===== config.mk =====
export PLATFORM = sky130hd
export DESIGN_NAME = ntp_timestamp_top
export DESIGN_NICKNAME = d
export VERILOG_FILES = /design/src/hw/ntp_ts_pkg.sv /design/src/hw/ntp_ts_ifs.sv /design/src/hw/ntp_timestamp_top.sv /design/src/hw/ntp_header_tx.sv /design/src/hw/ntp_stamp_capture.sv /design/src/hw/ntp_api_regs.sv
export VERILOG_INCLUDE_DIRS = /design/src /design/src/hw
export SDC_FILE = /design/constraint.sdc
export NUM_CORES = 1
export LEC_CHECK = 0
export BUFFER_PORTS_ARGS = -buffer_cell sky130_fd_sc_hd__buf_2
export CAP_MARGIN = 30
export CORE_MARGIN = 2
export CORE_UTILIZATION = 59
export DETAILED_ROUTE_END_ITERATION = 8
export GPL_TIMING_DRIVEN = 0
export PLACE_DENSITY = 0.78
export SYNTH_ARGS = -nofsm -noshare
export SYNTH_HDL_FRONTEND = slang
export SYNTH_HIERARCHICAL = 1
export SYNTH_SLANG_ARGS = --single-unit

===== constraint.sdc =====
create_clock -name i_clk -period 7.5 [get_ports i_clk]
set_input_delay 0.375 -clock i_clk [delete_from_list [all_inputs] [get_ports i_clk]]
set_output_delay 0.375 -clock i_clk [all_outputs]
set_load 0.005 [all_outputs]

===== src/hw/ntp_ts_cfg.svh =====
// Fixed 48-byte NTPv4 header, no extension fields; API addresses are byte-wide, data 32 bits
`ifndef NTP_TS_CFG_SVH
`define NTP_TS_CFG_SVH

// ------------------------------
// API register map
// ------------------------------
`define NTP_TS_ADDR_CONFIG     8'h10 // LI | VN | mode | stratum | poll | precision
`define NTP_TS_ADDR_ROOT_DELAY 8'h11 // Root delay, NTP short format
`define NTP_TS_ADDR_ROOT_DISP  8'h12 // Root dispersion, NTP short format
`define NTP_TS_ADDR_REF_ID     8'h13 // Reference ID as sent
`define NTP_TS_ADDR_TX_OFS     8'h14 // Added to NTP time for the transmit stamp

// Bus widths
`define NTP_TS_API_AW 8
`define NTP_TS_API_DW 32
`define NTP_TS_TIME_W 64 // 32.32 seconds and fraction

// ------------------------------
// Header geometry
// ------------------------------
`define NTP_TS_HDR_BITS 384
`define NTP_TS_BLK_W    64
`define NTP_TS_BLOCKS   6 // HDR_BITS / BLK_W

// Kiss-of-death code, RFC 5905 section 7.4
`define NTP_TS_KOD_REFID 32'h4e54534e // "NTSN"

// Defaults when the config field is zero
`define NTP_TS_DEF_MODE    3'd4 // Server
`define NTP_TS_DEF_STRATUM 8'd1 // Primary reference

`endif

===== src/hw/ntp_ts_pkg.sv =====
// Types for the NTP header stage; widths follow the configuration header and are not tunable
`include "ntp_ts_cfg.svh"

package ntp_ts_pkg;

  // ------------------------------
  // Transmitter states
  // ------------------------------
  typedef enum logic {
    TX_IDLE  = 1'b0, // Waiting for a transmit request
    TX_WRITE = 1'b1  // Streaming header blocks
  } tx_state_e;

  // ------------------------------
  // API register addresses
  // ------------------------------
  typedef enum logic [`NTP_TS_API_AW-1:0] {
    REG_CONFIG     = `NTP_TS_ADDR_CONFIG,
    REG_ROOT_DELAY = `NTP_TS_ADDR_ROOT_DELAY,
    REG_ROOT_DISP  = `NTP_TS_ADDR_ROOT_DISP,
    REG_REF_ID     = `NTP_TS_ADDR_REF_ID,
    REG_TX_OFS     = `NTP_TS_ADDR_TX_OFS
  } api_reg_e;

  // ------------------------------
  // Header field types
  // ------------------------------
  typedef logic [2:0] ntp_blk_idx_t; // 0..5, one per 64-bit block

  typedef logic [`NTP_TS_TIME_W-1:0] ntp_time_t; // Seconds in upper half

  typedef logic [`NTP_TS_API_DW-1:0] ntp_word_t; // Register and header word

  typedef logic [2:0] ntp_version_t; // VN field

  typedef logic [7:0] ntp_poll_t; // Log2 seconds, signed on the wire

endpackage


===== src/hw/ntp_ts_ifs.sv =====
// Internal bundles only; all signals are level-valued and sampled on the core clock
`timescale 1ns/1ps
`include "ntp_ts_cfg.svh"

// ------------------------------
// Server configuration bundle
// ------------------------------
interface ntp_cfg_if
  import ntp_ts_pkg::*;
();
  ntp_word_t config_word; // LI | VN | mode | stratum | poll | precision
  ntp_word_t root_delay;
  ntp_word_t root_disp;
  ntp_word_t ref_id;
  ntp_word_t tx_ofs;      // Transmit timestamp offset

  // Register bank drives everything
  modport regs (
    output config_word, root_delay, root_disp, ref_id, tx_ofs
  );

  // Capture only needs the offset
  modport stamp (
    input tx_ofs
  );

  // Header composer, header fields only
  modport hdr (
    input config_word, root_delay, root_disp, ref_id
  );
endinterface

// ------------------------------
// Captured per-request values
// ------------------------------
interface ntp_stamp_if
  import ntp_ts_pkg::*;
();
  ntp_time_t    origin_ts;      // Client transmit time echoed back
  ntp_time_t    receive_ts;     // Time of request arrival
  ntp_time_t    transmit_ts;    // Now plus offset
  ntp_word_t    ref_seconds;    // Seconds of last PPS
  ntp_version_t client_version;
  ntp_poll_t    client_poll;

  modport cap (
    output origin_ts, receive_ts, transmit_ts, ref_seconds, client_version, client_poll
  );

  modport hdr (
    input origin_ts, receive_ts, transmit_ts, ref_seconds, client_version, client_poll
  );
endinterface


===== src/hw/ntp_timestamp_top.sv =====
// Sink must take one header block per cycle while o_tx_wr_en is high; no core ID registers
`timescale 1ns/1ps
`include "ntp_ts_cfg.svh"

module ntp_timestamp_top
  import ntp_ts_pkg::*;
(
  input  logic                      i_clk,
  input  logic                      i_areset,                          // Async, active high

  input  ntp_time_t                 i_ntp_time,
  output logic                      o_busy,                            // To the parser

  // ------------------------------
  // Parser side
  // ------------------------------
  input  logic                      i_parser_clear,                    // Drop current packet
  input  logic                      i_parser_record_receive_timestamp,
  input  logic                      i_parser_transmit,
  input  ntp_time_t                 i_parser_origin_timestamp,
  input  ntp_version_t              i_parser_version_number,
  input  ntp_poll_t                 i_parser_poll,
  input  logic                      i_parser_kiss_of_death,

  // Header out
  output logic                      o_tx_wr_en,
  output ntp_blk_idx_t              o_tx_ntp_header_block,
  output logic [`NTP_TS_BLK_W-1:0]  o_tx_ntp_header_data,

  // ------------------------------
  // API bus
  // ------------------------------
  input  logic                      i_api_cs,
  input  logic                      i_api_we,
  input  logic [`NTP_TS_API_AW-1:0] i_api_address,
  input  logic [`NTP_TS_API_DW-1:0] i_api_write_data,
  output logic [`NTP_TS_API_DW-1:0] o_api_read_data
);

  ntp_cfg_if   cfg_bus ();
  ntp_stamp_if stamp_bus ();

  logic accept;   // Idle and transmit requested
  logic busy;

  ntp_api_regs u_regs (
    .i_clk            (i_clk),
    .i_areset         (i_areset),
    .i_api_cs         (i_api_cs),
    .i_api_we         (i_api_we),
    .i_api_address    (i_api_address),
    .i_api_write_data (i_api_write_data),
    .o_api_read_data  (o_api_read_data),
    .cfg              (cfg_bus.regs)
  );

  ntp_stamp_capture u_capture (
    .i_clk       (i_clk),
    .i_areset    (i_areset),
    .i_ntp_time  (i_ntp_time),
    .i_accept    (accept),
    .i_busy      (busy),
    .i_record_rx (i_parser_record_receive_timestamp),
    .i_origin_ts (i_parser_origin_timestamp),
    .i_version   (i_parser_version_number),
    .i_poll      (i_parser_poll),
    .cfg         (cfg_bus.stamp),
    .st          (stamp_bus.cap)
  );

  ntp_header_tx u_tx (
    .i_clk           (i_clk),
    .i_areset        (i_areset),
    .i_transmit      (i_parser_transmit),
    .i_clear         (i_parser_clear),
    .i_kiss_of_death (i_parser_kiss_of_death),
    .cfg             (cfg_bus.hdr),
    .st              (stamp_bus.hdr),
    .o_accept        (accept),
    .o_busy          (busy),
    .o_tx_wr_en      (o_tx_wr_en),
    .o_tx_block      (o_tx_ntp_header_block),
    .o_tx_data       (o_tx_ntp_header_data)
  );

  assign o_busy = busy;

endmodule


===== src/hw/ntp_header_tx.sv =====
// One block per cycle with no back-pressure; block data follows the live kiss-of-death input
`timescale 1ns/1ps
`include "ntp_ts_cfg.svh"

module ntp_header_tx
  import ntp_ts_pkg::*;
(
  input  logic                     i_clk,
  input  logic                     i_areset,
  input  logic                     i_transmit,      // Parser says packet OK
  input  logic                     i_clear,         // Abort current header
  input  logic                     i_kiss_of_death,
  ntp_cfg_if.hdr                   cfg,
  ntp_stamp_if.hdr                 st,
  output logic                     o_accept,        // Request taken this edge
  output logic                     o_busy,
  output logic                     o_tx_wr_en,
  output ntp_blk_idx_t             o_tx_block,
  output logic [`NTP_TS_BLK_W-1:0] o_tx_data
);

  // ------------------------------
  // State and block counter
  // ------------------------------
  tx_state_e    state_q;
  tx_state_e    state_d;
  ntp_blk_idx_t blk_q;
  ntp_blk_idx_t blk_d;
  logic         last_blk;

  assign last_blk = (blk_q == ntp_blk_idx_t'(`NTP_TS_BLOCKS - 1));
  assign o_accept = (state_q == TX_IDLE) && i_transmit;

  always_comb begin
    state_d = state_q;
    blk_d   = '0;                      // Counter parks at 0 outside a write
    if (i_clear) begin
      state_d = TX_IDLE;               // Clear wins over everything
    end else begin
      case (state_q)
        TX_IDLE: begin
          if (i_transmit)
            state_d = TX_WRITE;
        end
        TX_WRITE: begin
          if (last_blk) begin
            state_d = TX_IDLE;         // Block 5 was the last
          end else begin
            blk_d = blk_q + ntp_blk_idx_t'(1);
          end
        end
        default: state_d = TX_IDLE;
      endcase
    end
  end

  always_ff @(posedge i_clk or posedge i_areset) begin
    if (i_areset) begin
      state_q <= TX_IDLE;
      blk_q   <= '0;
    end else begin
      state_q <= state_d;
      blk_q   <= blk_d;
    end
  end

  assign o_busy     = (state_q != TX_IDLE);
  assign o_tx_wr_en = (state_q == TX_WRITE);
  assign o_tx_block = blk_q;

  // ------------------------------
  // Header field rules
  // ------------------------------
  logic [1:0]   f_li;
  ntp_version_t f_vn;
  logic [2:0]   f_mode;
  logic [7:0]   f_stratum;
  ntp_poll_t    f_poll;
  logic [7:0]   f_precision;
  ntp_word_t    f_ref_id;

  assign f_li        = cfg.config_word[31:30];                       // Passed through as set
  assign f_vn        = (cfg.config_word[29:27] != '0) ? cfg.config_word[29:27]
                                                      : st.client_version;
  assign f_mode      = (cfg.config_word[26:24] != '0) ? cfg.config_word[26:24]
                                                      : `NTP_TS_DEF_MODE;
  assign f_stratum   = i_kiss_of_death                 ? 8'd0        // KoD
                     : (cfg.config_word[23:16] != '0) ? cfg.config_word[23:16]
                                                      : `NTP_TS_DEF_STRATUM;
  assign f_poll      = (cfg.config_word[15:8] != '0)  ? cfg.config_word[15:8]
                                                      : st.client_poll;
  assign f_precision = cfg.config_word[7:0];
  assign f_ref_id    = i_kiss_of_death ? `NTP_TS_KOD_REFID : cfg.ref_id;

  // ------------------------------
  // Packet and block mux
  // ------------------------------
  logic [`NTP_TS_HDR_BITS-1:0] packet;
  logic [`NTP_TS_HDR_BITS-1:0] packet_sh;

  // RFC 5905 figure 8 order, MSB first
  assign packet = {f_li, f_vn, f_mode, f_stratum, f_poll, f_precision,
                   cfg.root_delay,
                   cfg.root_disp,
                   f_ref_id,
                   st.ref_seconds, ntp_word_t'(0),                   // Zero fraction
                   st.origin_ts,
                   st.receive_ts,
                   st.transmit_ts};

  // Shift wanted block to the top; indices past 5 shift in zeros
  assign packet_sh = packet << (blk_q * `NTP_TS_BLK_W);
  assign o_tx_data = packet_sh[`NTP_TS_HDR_BITS-1 -: `NTP_TS_BLK_W];

endmodule


===== src/hw/ntp_stamp_capture.sv =====
// Captures on the accepting edge; receive stamp only while the transmitter is idle
`timescale 1ns/1ps
`include "ntp_ts_cfg.svh"

module ntp_stamp_capture
  import ntp_ts_pkg::*;
(
  input  logic         i_clk,
  input  logic         i_areset,
  input  ntp_time_t    i_ntp_time,   // Free-running NTP clock
  input  logic         i_accept,     // Request taken this edge
  input  logic         i_busy,       // Header in flight
  input  logic         i_record_rx,  // Parser asks for an arrival stamp
  input  ntp_time_t    i_origin_ts,
  input  ntp_version_t i_version,
  input  ntp_poll_t    i_poll,
  ntp_cfg_if.stamp     cfg,
  ntp_stamp_if.cap     st
);

  ntp_time_t    origin_q;
  ntp_time_t    receive_q;
  ntp_time_t    transmit_q;
  ntp_word_t    ref_sec_q;
  ntp_version_t version_q;
  ntp_poll_t    poll_q;

  // ------------------------------
  // Derived timestamps
  // ------------------------------
  ntp_time_t transmit_d;
  ntp_word_t ref_sec_d;

  // Offset only touches the fraction and carries upward
  assign transmit_d = i_ntp_time + {{(`NTP_TS_TIME_W - `NTP_TS_API_DW){1'b0}}, cfg.tx_ofs};
  // Assume reference was set at the previous PPS
  assign ref_sec_d  = i_ntp_time[`NTP_TS_TIME_W-1 -: `NTP_TS_API_DW] - ntp_word_t'(1);

  always_ff @(posedge i_clk or posedge i_areset) begin
    if (i_areset) begin
      origin_q   <= '0;
      receive_q  <= '0;
      transmit_q <= '0;
      ref_sec_q  <= '0;
      version_q  <= '0;
      poll_q     <= '0;
    end else begin
      if (i_accept) begin
        origin_q   <= i_origin_ts; // Echo client transmit time
        transmit_q <= transmit_d;
        ref_sec_q  <= ref_sec_d;
        version_q  <= i_version;
        poll_q     <= i_poll;
      end
      if (i_record_rx && !i_busy)
        receive_q <= i_ntp_time;   // Arrival of the request
    end
  end

  assign st.origin_ts      = origin_q;
  assign st.receive_ts     = receive_q;
  assign st.transmit_ts    = transmit_q;
  assign st.ref_seconds    = ref_sec_q;
  assign st.client_version = version_q;
  assign st.client_poll    = poll_q;

endmodule


===== src/hw/ntp_api_regs.sv =====
// Writes take effect next cycle, reads are combinational; unmapped addresses read as zero
`timescale 1ns/1ps
`include "ntp_ts_cfg.svh"

module ntp_api_regs
  import ntp_ts_pkg::*;
(
  input  logic                      i_clk,
  input  logic                      i_areset,         // Async, active high
  input  logic                      i_api_cs,
  input  logic                      i_api_we,
  input  logic [`NTP_TS_API_AW-1:0] i_api_address,
  input  logic [`NTP_TS_API_DW-1:0] i_api_write_data,
  output logic [`NTP_TS_API_DW-1:0] o_api_read_data,
  ntp_cfg_if.regs                   cfg
);

  // ------------------------------
  // Register storage
  // ------------------------------
  ntp_word_t config_q;     // Header config word
  ntp_word_t root_delay_q;
  ntp_word_t root_disp_q;
  ntp_word_t ref_id_q;
  ntp_word_t tx_ofs_q;

  logic wr_en;
  logic rd_en;

  assign wr_en = i_api_cs & i_api_we;
  assign rd_en = i_api_cs & ~i_api_we;

  // Write decode, one register per address
  always_ff @(posedge i_clk or posedge i_areset) begin
    if (i_areset) begin
      config_q     <= '0;
      root_delay_q <= '0;
      root_disp_q  <= '0;
      ref_id_q     <= '0;
      tx_ofs_q     <= '0;
    end else if (wr_en) begin
      case (i_api_address)
        REG_CONFIG:     config_q     <= i_api_write_data;
        REG_ROOT_DELAY: root_delay_q <= i_api_write_data;
        REG_ROOT_DISP:  root_disp_q  <= i_api_write_data;
        REG_REF_ID:     ref_id_q     <= i_api_write_data;
        REG_TX_OFS:     tx_ofs_q     <= i_api_write_data;
        default: ;                   // Unmapped, dropped
      endcase
    end
  end

  // Read mux, zero outside a read
  always_comb begin
    o_api_read_data = '0;
    if (rd_en) begin
      case (i_api_address)
        REG_CONFIG:     o_api_read_data = config_q;
        REG_ROOT_DELAY: o_api_read_data = root_delay_q;
        REG_ROOT_DISP:  o_api_read_data = root_disp_q;
        REG_REF_ID:     o_api_read_data = ref_id_q;
        REG_TX_OFS:     o_api_read_data = tx_ofs_q;
        default:        o_api_read_data = '0;
      endcase
    end
  end

  // Out to the rest of the core
  assign cfg.config_word = config_q;
  assign cfg.root_delay  = root_delay_q;
  assign cfg.root_disp   = root_disp_q;
  assign cfg.ref_id      = ref_id_q;
  assign cfg.tx_ofs      = tx_ofs_q;

endmodule


==> summary.md <==
| Metric | Value |
|---|---|
| Vias in the first global route | 18670 |
| Critical path endpoint | u_capture/st.transmit_ts[32] |
| Sequential fraction of design power | 45.5% |
| Cell area after synthesis | 22150 um2 |
| Initial cell density of the core | 60.22% |
| CP endpoint kind | flip-flop |
| IO Pins | 288 |
| Dpl cells | 2735 |
| Die Y | 197.8 um |
| Routed wire length | 78.94 mm |
| Synth unique cells | 74 |
| CTS Buf Count | 44 |
| Number of synthesized flops with an enable pin | 0 |
| Share of cells above drive strength 1 | roughly 32% |
| Setup Viol. Count Final | 0 |
| Total congestion overflow | 0 |
| Yosys top cell area share | 45.07% |
| Vias per inst | around 6.7 |
| Synth Instances | approximately 2000 |
| Largest net degree at the start of global routing | 106 |
| FMAX | 234.4 MHz |
| Synth async-reset ratio | 100.0% |
| Psw | 1.520 mW |
| Syn_nets | 2211 |
| Non-Filler Instances | 2818 |
| Core area | 36790 um2 |
| Crit Path Category | reg2reg |
| Reg2Reg Setup Slack | roughly 3200 ps |
| Tightest Hold Check Type | in2reg |
| Post-DP Area | 24250 um2 |
| Worst vdd ir | roughly 210 uV |
| Min Tclk post-route | 4266 ps |
| Commonest non-fill, non-tap cell in the layout | dfrtp_1 |
| RR Endpoint | u_capture/st.transmit_ts[32] |
| Sw Ratio | 27.60% |
| CTS tree | built |
| Detailed Place HPWL | 60.05 mm |
| Combinational power share | 14.8% |
| Setup TNS | 0 ps |
| Leakage | 11.42 nW |
| Post-route clock period utilization | 56.89% |
| GR Util All Layers | 40.39% |
| Max-Cap Viols | 0 |
| Normalized max-slew margin | 23.54% |
| Worst-Margin Slew | 1138 ps |
| Gpl congestion | 1.008 |
| Internal | approximately 4.0 mW |
| Synthesized flop and latch total | about 400 |
| Post-synth top flop | dfrtp_1 |
| Clk_lat worst skew | ~580 ps |
| Unrepaired setup endpoints after global routing | false |
| Sink Count | 399 |
| Layout Skew | 17.86 ps |
| Final hold vios | 0 |
| Worst r2r src | u_regs/cfg.tx_ofs[0] |
| Syn. warnings | 6 |
| # DRC | 0 |
| Part of the power in the clock network | 39.7% |
| Final #Nets | 2539 |
| Critical Path Fanout Max | 10 |
| Post-Syn Area per Cell | 11.14 um2 |
| 1st-pass router iterations | 6 |
| Commonest cells after routing, fill and taps aside | 399 x dfrtp_1, 293 x mux2_2, 292 x buf_2 |
| Die footprint | 39120 um2 |
| CP required | ~8000 ps |
| Global-route wire length before repair | 115.7 mm |
| PortBufs | roughly 270 |
| Post-route ant nets | 0 |
| H-tree Lvls | 2 |
| Final Cell Area | 25730 um2 |
| CTS-repair resized insts | 0 |
| Arrival @ worst endpoint | between 4000 and 5000 ps |
| Sequential share of the synthesized area | 45.07% |
| Area Overhead vs Synth | 16.15% |
| Critical Path Source Type | flip-flop |
| Die width | 197.8 um |
| CTS Buffer Depth | 3 |
| # rows | 70 |
| DRT iter0 DRCs | around 2100 |
| Wire per inst | 28.01 um |
| CTS root buf | clkbuf_16 |
| Outcome | complete, no violations |
| R2R depth | 11 |
| Reg clk slew, reported paths | about 60 ps |
| Slew Limit Fails | 0 |
| Initial antenna violation count | 5 |
| Crit path from | u_regs/cfg.tx_ofs[0] |
| Top cells by area, synth | dfrtp_1 45%, mux2_2 15%, mux2i_1 4.7% |
| Top cell type by total area after synthesis | dfrtp_1 |
| PwrDens | 214.0 nW/um2 |
| Via count | 18880 |
## cell type report
| type | count | area (um2) |
|---|---|---|
| multi-input cells | 1420 | 11420 |
| fillers | 2794 | 11050 |
| flip-flops and latches | 399 | 9985 |
| repair buffers | 282 | 1544 |
| clock buffers | 63 | 1304 |
| plain buffers | 152 | 678.2 |
| well taps | 468 | 585.6 |
| clock inverters | 14 | 127.6 |
| inverters | 18 | 80.08 |
| diodes | 2 | 5.005 |
## worst min-delay path by stage
stage	startpoint	to	slack, ps	cells after the start
6_report	i_parser_origin_timestamp[2]	u_capture/st.origin_ts[2]	20	2
2_1_floorplan	i_areset	u_tx/o_busy	140	1
3_5_place_dp	i_areset	u_tx/o_tx_block[2]	370	2
4_1_cts	i_parser_origin_timestamp[2]	u_capture/st.origin_ts[2]	10	2
3_3_place_gp	i_areset	u_tx/o_tx_block[2]	300	2
5_1_grt	i_parser_origin_timestamp[5]	u_capture/st.origin_ts[5]	20	2
## worst max-delay path, stage by stage, from the launching register on
cell       delay (ps)
dfrtp_1           410
ha_1              230
fa_1              410
a21oi_1           240
o21ai_0           230
a21oi_1           520
a2111oi_2         210
buf_4             230
nor2_1            600
clkbuf_1          650
xnor2_1           120
mux2_2            290
## cells by family after synthesis
logic type / share of synthesized area, %
adder cells (fa/ha/maj): 2.011
AND/OR/NAND/NOR: 9.200
multiplexers: 24.75
flip-flops: 45.07
AO/OA/AOI/OAI: 13.27
XOR/XNOR: 2.333
buffers and inverters: 3.366
## cell usage after synthesis (4+ instances only)
library cell / number
o31ai_1: 7
or3_1: 24
inv_1: 18
o21ai_0: 74
buf_2: 22
a21oi_1: 101
a2bb2oi_1: 4
nor2_1: 139
a22o_1: 25
a22oi_1: 61
xor2_1: 22
o21ai_1: 13
mux2_2: 293
a211o_1: 7
o311ai_0: 5
mux2i_1: 103
nand2b_1: 17
nor4_1: 10
mux4_2: 20
buf_6: 10
nand3_1: 27
o22ai_1: 44
a21o_1: 8
nor2b_1: 7
mux2_4: 46
o22a_1: 24
dfrtp_1: 399
or4_1: 13
a31oi_1: 38
ha_1: 34
nor3_1: 15
nand4_1: 16
or2_2: 5
buf_1: 8
a221oi_1: 7
xnor2_1: 37
nand2_1: 108
and3_1: 9
and2_1: 8
clkbuf_1: 110
## routing by layer
metal | GRT usage [%] | up-vias | wire length (um)
met5 | 0 | - | 42
met4 | 18.71 | 6 | 4317
met3 | 11.57 | 279 | 9211
met2 | 63.52 | 1259 | 35980
met1 | 51.92 | 9286 | 29390
li1 | - | 8046 | -
## what timing repair did
item                                   in CTS  in global routing
buffers inserted                            0                  0
hold buffers                                2                  0
endpoints found under the hold margin     106                  0
## registers in the layout, summed over array words and instances (netlist names), 8 cells and up
register	cells
u_regs/cfg.root_delay	32
u_regs/cfg.ref_id	32
u_regs/cfg.root_disp	32
u_capture/st.origin_ts	64
u_capture/st.client_poll	8
u_capture/st.ref_seconds	32
u_capture/st.receive_ts	64
u_regs/cfg.tx_ofs	32
u_regs/cfg.config_word	32
u_capture/st.transmit_ts	64
## power groups by stage
stage                     Combinational (mW)  Clock (mW)  Sequential, mW
after floorplan                        0.511           0            2.48
after global placement                 0.753           0            2.53
after detailed placement               0.787           0            2.54
after CTS                              0.793        2.19            2.50
after global routing                   0.867        2.27            2.52
final                                  0.814        2.19            2.51
## stage by stage
step | setup slack, ps | util [%] | hold slack [ps] | power, mW
floorplan | 678.7 | - | 141.1 | 2.989
global placement | -2010 | 65.48 | 296.2 | 3.282
detailed placement | 3281 | 65.91 | 370.6 | 3.326
CTS | 3340 | 69.86 | 10.09 | 5.487
global route | 3079 | 69.95 | 20.59 | 5.666
finish | 3234 | 69.95 | 24.98 | 5.507
(Power assumes the default switching activity.)
